===== config.mk =====
export PLATFORM = sky130hd
export DESIGN_NAME = mtag_top
export DESIGN_NICKNAME = d
export VERILOG_FILES = /design/src/secv_pkg.sv /design/src/mtag.sv /design/src/mtag_top.sv /design/src/tag_mem.sv
export VERILOG_INCLUDE_DIRS = /design/src
export SDC_FILE = /design/constraint.sdc
export NUM_CORES = 1
export LEC_CHECK = 0
export BUFFER_PORTS_ARGS = -buffer_cell sky130_fd_sc_hd__buf_2
export CAP_MARGIN = 5
export CELL_PAD_IN_SITES_DETAIL_PLACEMENT = 0
export CELL_PAD_IN_SITES_GLOBAL_PLACEMENT = 1
export CORE_MARGIN = 2
export CORE_UTILIZATION = 52
export CTS_BUF_LIST = sky130_fd_sc_hd__clkbuf_8
export CTS_CLUSTER_SIZE = 25
export DETAILED_ROUTE_END_ITERATION = 16
export PLACE_DENSITY_LB_ADDON = 0.1
export SYNTH_ARGS = -nofsm -noshare
export SYNTH_HDL_FRONTEND = slang
export SYNTH_HIERARCHICAL = 1
export SYNTH_SLANG_ARGS = --single-unit

===== constraint.sdc =====
create_clock -name clk_i -period 4.12 [get_ports clk_i]
set_clock_uncertainty 0.05 [all_clocks]
set_input_delay 0.412 -clock clk_i [delete_from_list [all_inputs] [get_ports clk_i]]
set_output_delay 0.412 -clock clk_i [all_outputs]
set_load 0.005 [all_outputs]

===== src/secv_defs.svh =====
// Sizes are fixed for one build and the tag memory only covers the low 2**ADR_WIDTH bytes
`ifndef SECV_DEFS_SVH
`define SECV_DEFS_SVH

//////////////////////////////
// Datapath widths
//////////////////////////////

`define SECV_XLEN 32                // Operand and result width
`define SECV_TLEN 16                // Tag width, whole bytes only

//////////////////////////////
// Tag memory geometry
//////////////////////////////

`define SECV_GRANULARITY 8          // Bytes per granule, power of two

`define SECV_ADR_WIDTH 8            // Low pointer bits that select a granule

`define SECV_TADR_WIDTH 5           // 256 bytes / 8 per granule = 32 tags

`define SECV_TAG_DEPTH (1 << `SECV_TADR_WIDTH)  // Number of stored tags

`define SECV_TSEL_WIDTH (`SECV_TLEN / 8)  // One select per tag byte

//////////////////////////////
// Operation encoding
//////////////////////////////

`define SECV_OP_WIDTH 3             // Room for five undefined opcodes

`endif


===== src/secv_pkg.sv =====
// Types only, all widths come from the shared header and opcodes 3 to 7 stay undefined
`include "secv_defs.svh"

package secv_pkg;

    //////////////////////////////
    // Vector types
    //////////////////////////////

    typedef logic [`SECV_XLEN-1:0]       xlen_t;  // Operand and result word
    typedef logic [`SECV_TLEN-1:0]       tag_t;   // One granule tag
    typedef logic [`SECV_TADR_WIDTH-1:0] tadr_t;  // Tag memory word address
    typedef logic [`SECV_TSEL_WIDTH-1:0] tsel_t;  // Tag bus byte lanes

    //////////////////////////////
    // Function unit opcodes
    //////////////////////////////

    typedef enum logic [`SECV_OP_WIDTH-1:0] {
        MTAG_OP_TADR  = 3'd0,           // Tag from operand 2
        MTAG_OP_TADRE = 3'd1,           // Tag from pointer top bits
        MTAG_OP_TCHK  = 3'd2            // Read and compare
    } mtag_op_e;

    //////////////////////////////
    // Function unit FSM
    //////////////////////////////

    typedef enum logic [1:0] {
        MTAG_IDLE = 2'd0,               // Waiting for fu_ena_i
        MTAG_BUS  = 2'd1,               // Tag bus cycle in flight
        MTAG_RESP = 2'd2                // Ready pulse
    } mtag_state_e;

endpackage


===== src/mtag.sv =====
// One operation at a time, operands must hold until fu_rdy_o and a new request waits for idle
`timescale 1ns/100ps
`include "secv_defs.svh"

module mtag (
    input  logic                 clk_i,
    input  logic                 arst_n_i,
    input  logic                 fu_ena_i,     // Level, sampled in idle only
    input  secv_pkg::mtag_op_e   fu_op_i,
    input  secv_pkg::xlen_t      fu_src1_i,    // Pointer with encoded tag
    input  secv_pkg::xlen_t      fu_src2_i,    // Tag for tadr
    output logic                 fu_rdy_o,     // One-cycle pulse
    output logic                 fu_err_o,     // Valid with fu_rdy_o
    output secv_pkg::xlen_t      fu_res_o,     // Valid with fu_rdy_o
    output logic                 tmem_cyc_o,
    output logic                 tmem_stb_o,
    output secv_pkg::tsel_t      tmem_sel_o,
    output secv_pkg::tadr_t      tmem_adr_o,
    output logic                 tmem_we_o,
    output secv_pkg::tag_t       tmem_dat_o,
    input  logic                 tmem_ack_i,
    input  secv_pkg::tag_t       tmem_dat_i
);

    //////////////////////////////
    // Operand decode
    //////////////////////////////

    logic [`SECV_ADR_WIDTH-1:0] mem_adr;       // Used pointer bits
    secv_pkg::tag_t             enc_tag;       // Tag carried in the pointer
    secv_pkg::tag_t             reg_tag;       // Tag from operand 2
    secv_pkg::tadr_t            gran_adr;      // Granule index
    logic                       op_vld;        // Captured opcode is defined

    secv_pkg::mtag_state_e state_q;
    secv_pkg::mtag_op_e    op_q;
    logic                  cyc_q;
    logic                  stb_q;
    logic                  we_q;
    secv_pkg::tsel_t       sel_q;
    logic                  err_q;
    secv_pkg::xlen_t       res_q;
    secv_pkg::tadr_t       adr_q;              // Payload, no reset
    secv_pkg::tag_t        tdat_q;             // Write or compare tag

    assign mem_adr  = fu_src1_i[`SECV_ADR_WIDTH-1:0];
    assign enc_tag  = fu_src1_i[`SECV_XLEN-1 -: `SECV_TLEN];  // Top TLEN bits
    assign reg_tag  = fu_src2_i[`SECV_TLEN-1:0];
    assign gran_adr = secv_pkg::tadr_t'(mem_adr / `SECV_GRANULARITY);

    assign op_vld = op_q inside {secv_pkg::MTAG_OP_TADR, secv_pkg::MTAG_OP_TADRE,
                                 secv_pkg::MTAG_OP_TCHK};

    //////////////////////////////
    // Control FSM
    //////////////////////////////

    always_ff @(posedge clk_i or negedge arst_n_i) begin
        if (!arst_n_i) begin
            state_q <= secv_pkg::MTAG_IDLE;
            op_q    <= secv_pkg::MTAG_OP_TADR;
            cyc_q   <= 1'b0;
            stb_q   <= 1'b0;
            we_q    <= 1'b0;
            sel_q   <= '0;
            err_q   <= 1'b0;
            res_q   <= '0;
        end else begin
            case (state_q)
                secv_pkg::MTAG_IDLE: begin
                    if (fu_ena_i) begin
                        op_q    <= fu_op_i;          // Hold opcode for the bus phase
                        err_q   <= 1'b0;             // Clear previous response
                        res_q   <= '0;
                        state_q <= secv_pkg::MTAG_BUS;
                    end
                end
                secv_pkg::MTAG_BUS: begin
                    if (!op_vld) begin
                        err_q   <= 1'b1;             // Undefined opcode, no bus cycle
                        state_q <= secv_pkg::MTAG_RESP;
                    end else if (!stb_q) begin
                        cyc_q <= 1'b1;               // Open the cycle
                        stb_q <= 1'b1;
                        sel_q <= '1;                 // Whole tag on every access
                        we_q  <= (op_q != secv_pkg::MTAG_OP_TCHK);
                    end else if (tmem_ack_i) begin
                        cyc_q <= 1'b0;
                        stb_q <= 1'b0;
                        sel_q <= '0;
                        we_q  <= 1'b0;
                        if (op_q == secv_pkg::MTAG_OP_TCHK) begin
                            res_q <= secv_pkg::xlen_t'(tmem_dat_i);  // Zero-extended
                            err_q <= (tmem_dat_i != tdat_q);         // Tag mismatch
                        end
                        state_q <= secv_pkg::MTAG_RESP;
                    end
                end
                secv_pkg::MTAG_RESP: begin
                    state_q <= secv_pkg::MTAG_IDLE;  // Ready lasts one cycle
                end
                default: begin
                    state_q <= secv_pkg::MTAG_IDLE;
                end
            endcase
        end
    end

    // Address and tag are captured once per operation
    always_ff @(posedge clk_i) begin
        if (state_q == secv_pkg::MTAG_IDLE && fu_ena_i) begin
            adr_q  <= gran_adr;
            tdat_q <= (fu_op_i == secv_pkg::MTAG_OP_TADR) ? reg_tag : enc_tag;
        end
    end

    //////////////////////////////
    // Outputs
    //////////////////////////////

    assign fu_rdy_o   = (state_q == secv_pkg::MTAG_RESP);
    assign fu_err_o   = err_q;
    assign fu_res_o   = res_q;
    assign tmem_cyc_o = cyc_q;
    assign tmem_stb_o = stb_q;
    assign tmem_sel_o = sel_q;
    assign tmem_adr_o = adr_q;
    assign tmem_we_o  = we_q;
    assign tmem_dat_o = tdat_q;

    //////////////////////////////
    // Assertions
    //////////////////////////////

    a_stb_cyc: assert property (@(posedge clk_i) disable iff (!arst_n_i)
        tmem_stb_o |-> tmem_cyc_o)
        else $error("mtag: stb without cyc");

    a_ack_stb: assert property (@(posedge clk_i) disable iff (!arst_n_i)
        tmem_ack_i |-> tmem_stb_o)                  // Slave answers only open strobes
        else $error("mtag: ack without stb");

    a_rdy_pulse: assert property (@(posedge clk_i) disable iff (!arst_n_i)
        fu_rdy_o |=> !fu_rdy_o)
        else $error("mtag: rdy longer than one cycle");

endmodule


===== src/mtag_top.sv =====
// Function unit and its private tag memory, the core side keeps operands stable until fu_rdy_o
`timescale 1ns/100ps

module mtag_top (
    input  logic               clk_i,
    input  logic               arst_n_i,
    input  logic               fu_ena_i,
    input  secv_pkg::mtag_op_e fu_op_i,
    input  secv_pkg::xlen_t    fu_src1_i,
    input  secv_pkg::xlen_t    fu_src2_i,
    output logic               fu_rdy_o,
    output logic               fu_err_o,
    output secv_pkg::xlen_t    fu_res_o
);

    //////////////////////////////
    // Tag bus
    //////////////////////////////

    logic            tmem_cyc;
    logic            tmem_stb;
    secv_pkg::tsel_t tmem_sel;
    secv_pkg::tadr_t tmem_adr;
    logic            tmem_we;
    secv_pkg::tag_t  tmem_dat_w;    // Master to slave
    secv_pkg::tag_t  tmem_dat_r;    // Slave to master
    logic            tmem_ack;

    mtag u_mtag (
        .clk_i      (clk_i),
        .arst_n_i   (arst_n_i),
        .fu_ena_i   (fu_ena_i),
        .fu_op_i    (fu_op_i),
        .fu_src1_i  (fu_src1_i),
        .fu_src2_i  (fu_src2_i),
        .fu_rdy_o   (fu_rdy_o),
        .fu_err_o   (fu_err_o),
        .fu_res_o   (fu_res_o),
        .tmem_cyc_o (tmem_cyc),
        .tmem_stb_o (tmem_stb),
        .tmem_sel_o (tmem_sel),
        .tmem_adr_o (tmem_adr),
        .tmem_we_o  (tmem_we),
        .tmem_dat_o (tmem_dat_w),
        .tmem_ack_i (tmem_ack),
        .tmem_dat_i (tmem_dat_r)
    );

    tag_mem u_tag_mem (
        .clk_i      (clk_i),
        .arst_n_i   (arst_n_i),
        .tmem_cyc_i (tmem_cyc),
        .tmem_stb_i (tmem_stb),
        .tmem_we_i  (tmem_we),
        .tmem_sel_i (tmem_sel),
        .tmem_adr_i (tmem_adr),
        .tmem_dat_i (tmem_dat_w),
        .tmem_ack_o (tmem_ack),
        .tmem_dat_o (tmem_dat_r)
    );

endmodule


===== src/tag_mem.sv =====
// Single-port tag store with one registered ack per strobe, all tags read zero after reset
`timescale 1ns/100ps
`include "secv_defs.svh"

module tag_mem (
    input  logic             clk_i,
    input  logic             arst_n_i,
    input  logic             tmem_cyc_i,
    input  logic             tmem_stb_i,
    input  logic             tmem_we_i,
    input  secv_pkg::tsel_t  tmem_sel_i,    // Byte lanes for writes
    input  secv_pkg::tadr_t  tmem_adr_i,    // Granule index
    input  secv_pkg::tag_t   tmem_dat_i,    // Write tag
    output logic             tmem_ack_o,    // One-cycle pulse
    output secv_pkg::tag_t   tmem_dat_o     // Read tag, valid with ack
);

    //////////////////////////////
    // Storage and handshake
    //////////////////////////////

    secv_pkg::tag_t tags_q [`SECV_TAG_DEPTH];  // One tag per granule
    logic           req;                       // Strobe not yet answered
    logic           ack_q;
    secv_pkg::tag_t dat_q;

    // Ack pending blocks a second answer to the same strobe
    assign req = tmem_cyc_i & tmem_stb_i & ~ack_q;

    always_ff @(posedge clk_i or negedge arst_n_i) begin
        if (!arst_n_i) begin
            ack_q <= 1'b0;
            for (int i = 0; i < `SECV_TAG_DEPTH; i++) begin
                tags_q[i] <= '0;               // Untagged memory starts at zero
            end
        end else begin
            ack_q <= req;                      // Answer one clock after the strobe
            if (req && tmem_we_i) begin
                for (int b = 0; b < `SECV_TSEL_WIDTH; b++) begin
                    if (tmem_sel_i[b]) begin
                        tags_q[tmem_adr_i][8*b +: 8] <= tmem_dat_i[8*b +: 8];  // Lane write
                    end
                end
            end
        end
    end

    // Registered read, lines up with ack
    always_ff @(posedge clk_i) begin
        if (req && !tmem_we_i) begin
            dat_q <= tags_q[tmem_adr_i];
        end
    end

    //////////////////////////////
    // Outputs
    //////////////////////////////

    assign tmem_ack_o = ack_q;
    assign tmem_dat_o = dat_q;

    //////////////////////////////
    // Assertions
    //////////////////////////////

    a_adr_known: assert property (@(posedge clk_i) disable iff (!arst_n_i)
        tmem_stb_i |-> !$isunknown(tmem_adr_i))
        else $error("tag_mem: unknown address during stb");

endmodule


## Word-level counts from Yosys, hierarchy flattened

Cells that the tools add are included.

- Memory bits (writable): 0
- Register bits: 593
- Word-level logic and storage cells: 118
- Output and inout port bits: 34
- Bits in latches: 0
- Input port bits: 70
- Memories: 0
- Bits in read-only memories: 0

- $lt $le $gt $ge: 2
- Multipliers: 0
- Reductions and logical operators: 16
- Equal/unequal tests: 15
- Muxes and demuxes: 37
- Bitwise logic cells: 4
- Shifts and indexed selects: 0
- $add $sub $neg: 0
- Divide/modulo/power cells: 0

Operator list:

| kind | number |
|---|---|
| two-way mux 512 bit | 3 |
| bitwise mux 512 bit | 2 |
| demux 16 bit (select 5 bit) | 2 |
| two-way mux 32 bit | 5 |
| binary-select mux 16 bit (select 5 bit) | 1 |
| two-way mux 16 bit | 4 |
| case mux 32 bit (2 select lines) | 1 |
| != test 16 bit | 1 |
| two-way mux 2 bit | 6 |
| two-way mux 1 bit | 10 |
| != test 2 x 1 -> 1 bit (second input constant) | 5 |
| two-way mux 8 bit | 1 |
| >= comparator 6 bit (second input constant) | 1 |
| zero test 3 bit | 2 |
| < comparator 6 x 1 -> 1 bit (second input constant) | 1 |
| != test 3 x 2 -> 1 bit (second input constant) | 2 |
| != test 3 bit (second input constant) | 2 |
| NOT 5 -> 6 bit | 1 |
| AND reduction 3 bit | 2 |
| AND reduction 6 bit | 1 |
| AND reduction 5 bit | 1 |
| logical AND 1 bit | 4 |
| case mux 2 bit (2 select lines) | 1 |
| AND reduction 2 bit | 2 |
| other kinds (12) | 13 |

## Longest topological paths before layout

- Depth after elaboration: 10
- Gate-level depth with buffers: 8
- Mapped depth without buffers: 5

## Hierarchy

Netlist, hierarchy kept.

Modules (own cells, without submodules):

| module | area an instance (um2) | cells an instance | instances |
|---|---|---|---|
| tag_mem | 24,104.4 | 1,702 | 1 |
| mtag | 2,294.7 | 186 | 1 |

## Worst setup path before layout

No wires, ideal clock.

- Path kind: register to register
- From: register u_mtag.stb_q, in the netlist u_mtag/tmem_stb_o
- To: register u_tag_mem.dat_q[0], in the netlist u_tag_mem/tmem_dat_o[0], enable pin
- Library setup time: 0.409 ns
- Clock period less this slack: 2.156 ns
- Stages on the path, launching flop included: 3
- Arrival time: 1.697 ns
- Path slack: 1.964 ns
- Buffers on the path: 0
- Required time: 3.661 ns
- Path through: dfrtp_1 -> nand2_1 -> nor3_1

- Cells in the longest elaborated chain, start to end: 3

Ends and longest elaborated chain:

| what | RTL line | text |
|---|---|---|
| start, declared | mtag.sv:38 | `logic stb_q;` |
| start signal, assigned | mtag.sv:63 | `stb_q <= 1'b0;` |
| start signal, assigned | mtag.sv:84 | `stb_q <= 1'b1;` |
| start signal, assigned | mtag.sv:89 | `stb_q <= 1'b0;` |
| bitwise AND 1 bit (2 in a row) | tag_mem.sv:28 | `assign req = tmem_cyc_i & tmem_stb_i & ~ack_q;` |
| logical AND 1 bit | tag_mem.sv:50 | `if (req && !tmem_we_i) begin` |
| end signal, assigned | tag_mem.sv:51 | `dat_q <= tags_q[tmem_adr_i];` |
| end, declared | tag_mem.sv:25 | `secv_pkg::tag_t dat_q;` |

No other way between the ends.
A chain may end at the register's enable or synchronous reset.

## Worst setup path in the final report

- From: register u_mtag.adr_q[1], in the netlist u_mtag/tmem_adr_o[1]
- To: register u_tag_mem.dat_q[0], in the netlist u_tag_mem/tmem_dat_o[0], data pin

- Cells in the longest elaborated chain, start to end: 4

Ends and longest elaborated chain:

| what | RTL line | text |
|---|---|---|
| start, declared | mtag.sv:43 | `secv_pkg::tadr_t adr_q;` |
| start signal, assigned | mtag.sv:112 | `adr_q <= gran_adr;` |
| NOT 5 -> 6 bit (implied by the code) | tag_mem.sv:51 |  |
| binary-select mux 16 bit (select 5 bit) | tag_mem.sv:51 |  |
| two-way mux 16 bit (implied by the code) (2 in a row) | tag_mem.sv:51 |  |

No other way between the ends. The select of a mux whose other input is x is not followed.

==> results_dict.tcl <==
set metrics [dict create \
    yosysSeqAreaShare 0.552 \
    whs_ns 0.120 \
    coreArea_mm2 0.0502 \
    initial_core_util 0.526 \
    h-tree-depth 3 \
    worst_slack_ns 0.997 \
    drt_first_pass_iters 5 \
    ant_nets 0 \
    worst_skew_pair.late_latency_ns 0.70 \
    num_antenna_cells 0 \
    hold_class "input pin to flip-flop" \
    gr-total-overflow 0 \
    layout_commonest_cell "dfrtp_1" \
    synth_cells 1888 \
    crit_family "simple AND/OR/NAND/NOR gates" \
    fp.dieH_um 229 \
    postLayoutCellArea_mm2 0.0297 \
    grt_pass1_vias 16800 \
    cts_setup_buffers 0 \
    cpPeakStageDelay_ns 0.89 \
    fp.dieArea_mm2 0.0526 \
    dp_hpwl_mm 41.8 \
    multi_input_area_mm2 0.0112 \
    fin_crit_sh 0.758 \
    reg2reg_slack_ns 1.0 \
    reg2reg_from "u_mtag/tmem_adr_o[1]" \
    area_delta_synth_final_pct 12.7 \
    numCtsBuffers 98 \
    grt_max_degree 111 \
    layout_common_cells "538 x dfrtp_1, 518 x mux2_2, 256 x mux2i_1, 128 x o22ai_1, 123 x clkbuf_8" \
    nets 2090 \
    max_freq_mhz 320 \
    slew_viol_final 0 \
    drc 0 \
    setup_tns_ns 0 \
    fillers 4018 \
    clk_pin_slew_ns 0.06 \
    seqCellArea_mm2 0.0146 \
    p_leak_nw 14.4 \
    power_per_cell_area_mw_per_mm2 555 \
    cts_hold_buf 41 \
    dp_slack_ns 1.12 \
    hp-start "fu_ena_i" \
    ys_ff_latch 575 \
    synth.distinct_cells 50 \
    period_minus_slack_ns 3.12 \
    power_mw 16.5 \
    grt_pass1_wl_mm 101 \
    gp_congestion 0.771 \
    num_io_pins 104 \
    hold_end "u_mtag/fu_err_o" \
    rsz0062_at_grt "false" \
    reg2regPathDepth 5 \
    status "finished, final reports clean" \
    drive_above_1_share 0.413 \
    cts.sinks 575 \
    track_usage 0.255 \
    syn_area_per_cell_um2 14.0 \
    slew_headroom 0.257 \
    end_kind "flip-flop" \
    ys_warn_count 6 \
    min_delay_path_depth 4 \
    drt_iter0_markers 1012 \
    antenna_found_initial 0 \
    reg2reg_to "u_tag_mem/tmem_dat_o[0]" \
    peakVddDrop_mv 0.289 \
    fp.dieW_um 229 \
    wire_per_inst_um 23.9 \
    crit_slowest_cell "edfxtp_1" \
    fp-row-count 82 \
    crit_type "flip-flop to flip-flop" \
    synth_flop_cell "dfrtp_1" \
    cts_tree "yes" \
    critPathLaunchType "flip-flop" \
    critPathBufInv 1 \
    vias 15900 \
    crit_required_ns 4.44 \
    crit_fanout 24 \
    arrival_ns 3.45 \
    avgViaCountPerCell 5.77 \
    placed_cell_area_mm2 0.0275 \
    worstMarginPinSlew_ns 1.11 \
    async_flop_share 0.936 \
    mappedNetlistArea_mm2 0.0264 \
    synth_edf_count 37 \
    cts_resized 0 \
    port_buffers 60 \
    path_cells "nand4bb_1, buf_4, o22ai_1, nor4_1, nand2_1" \
    maxCapViolations 0 \
    cts-root-buf "clkbuf_8" \
    hold_viol_final 0 \
    drt-total-wl_mm 65.9 \
    cts.path.max_buffers 3 \
    setup_violations 0 \
]
per-layer routing:
metal,vias to the layer above,share of wire,track usage
li1,7171,-,-
met1,8292,0.47,0.360
met2,328,0.46,0.400
met3,112,0.043,0.0438
met4,0,0.028,0.0919
met5,-,0,0
area by class of cell:
type                            count  share of cell area
Clock buffer                      123              0.0569
Clock inverter                     40             0.00530
Inverter                            1            0.000126
Multi-Input combinational cell   1179               0.375
Sequential cell                   575               0.490
Tap cell                          672              0.0283
Timing Repair Buffer              165              0.0442
cell usage after synthesis (3+ instances only):
| master | count | area share |
|---|---|---|
| o21ai_0 | 6 | 0.0011 |
| nor2b_1 | 6 | 0.0014 |
| or4b_2 | 4 | 0.0015 |
| nor2_2 | 37 | 0.0088 |
| nor2_4 | 19 | 0.0081 |
| dfrtp_1 | 538 | 0.51 |
| mux2i_1 | 256 | 0.097 |
| o22ai_1 | 128 | 0.030 |
| buf_4 | 28 | 0.0080 |
| clkbuf_1 | 73 | 0.010 |
| edfxtp_1 | 37 | 0.042 |
| buf_1 | 5 | 0.00071 |
| xnor2_1 | 8 | 0.0027 |
| a21oi_1 | 3 | 0.00057 |
| mux2_2 | 518 | 0.22 |
| mux2_1 | 13 | 0.0055 |
| nand4_1 | 3 | 0.00071 |
| nand2b_1 | 3 | 0.00071 |
| nor2_1 | 4 | 0.00057 |
| o21ai_2 | 14 | 0.0046 |
| nand3b_1 | 4 | 0.0011 |
| buf_2 | 39 | 0.0074 |
| nand3_1 | 4 | 0.00076 |
| xor2_1 | 8 | 0.0027 |
| nand2_1 | 53 | 0.0075 |
| nand4b_1 | 7 | 0.0023 |
| nand4bb_1 | 6 | 0.0026 |
| nor4_1 | 34 | 0.0081 |
| nand3_2 | 3 | 0.0011 |
report_power, final:
group | switching (mW) | internal (mW) | leakage [nW]
Combinational | 1.94 | 1.77 | 5.51
Clock | 2.22 | 2.64 | 1.09
Sequential | 0.791 | 7.14 | 7.77
Total | 4.95 | 11.5 | 14.4
stage by stage:
step           instances  utilization
5_1_grt             2755        0.593
3_3_place_gp        2551        0.548
4_1_cts             2755        0.593
2_1_floorplan       1903            -
6_report            2755        0.593
3_5_place_dp        2551        0.548
worst max-delay path by stage:
stage | end | slack (ns) | depth (start not counted) | from
2_1_floorplan | u_tag_mem/tmem_dat_o[0] | 1.96 | 2 | u_mtag/tmem_stb_o
3_3_place_gp | u_tag_mem/tmem_dat_o[3] | 1.17 | 5 | u_mtag/tmem_adr_o[1]
3_5_place_dp | u_tag_mem/tmem_dat_o[6] | 1.12 | 5 | u_mtag/tmem_adr_o[1]
4_1_cts | u_tag_mem/tmem_dat_o[6] | 1.14 | 5 | u_mtag/tmem_adr_o[1]
5_1_grt | u_tag_mem/tmem_dat_o[5] | 0.94 | 5 | u_mtag/tmem_adr_o[1]
6_report | u_tag_mem/tmem_dat_o[0] | 1.0 | 5 | u_mtag/tmem_adr_o[1]
flip-flops by register name, summed over array words and instances (netlist names):
signal                cells
u_mtag/tmem_sel_o         1
u_tag_mem/tmem_dat_o     16
u_mtag/tmem_stb_o         1
u_mtag/tmem_we_o          1
u_mtag/fu_err_o           1
u_tag_mem/tmem_ack_o      1
u_tag_mem/tags_q        512
u_mtag/tmem_adr_o         5
u_mtag/tmem_dat_o        16
u_mtag/state_q            2
u_mtag/fu_res_o          16
u_mtag/op_q               3
logic make-up after synthesis:
| logic type | Yosys count | share of synthesized area |
|---|---|---|
| flip-flops | 575 | 0.552 |
| XOR/XNOR | 16 | 0.00531 |
| AO/OA/AOI/OAI | 156 | 0.0389 |
| multiplexers | 787 | 0.324 |
| buffers and inverters | 149 | 0.0276 |
| AND/OR/NAND/NOR | 204 | 0.0524 |
| other | 1 | 0.000142 |
worst register-to-register path: cells and delay by family (launching register included):
kind,cells,cell delay (ns)
buffers and inverters,1,0.28
AND/OR/NAND/NOR,3,1.48
AO/OA/AOI/OAI,1,0.12
flip-flops,1,0.89
Note: power is estimated with default switching activity, not from simulation.
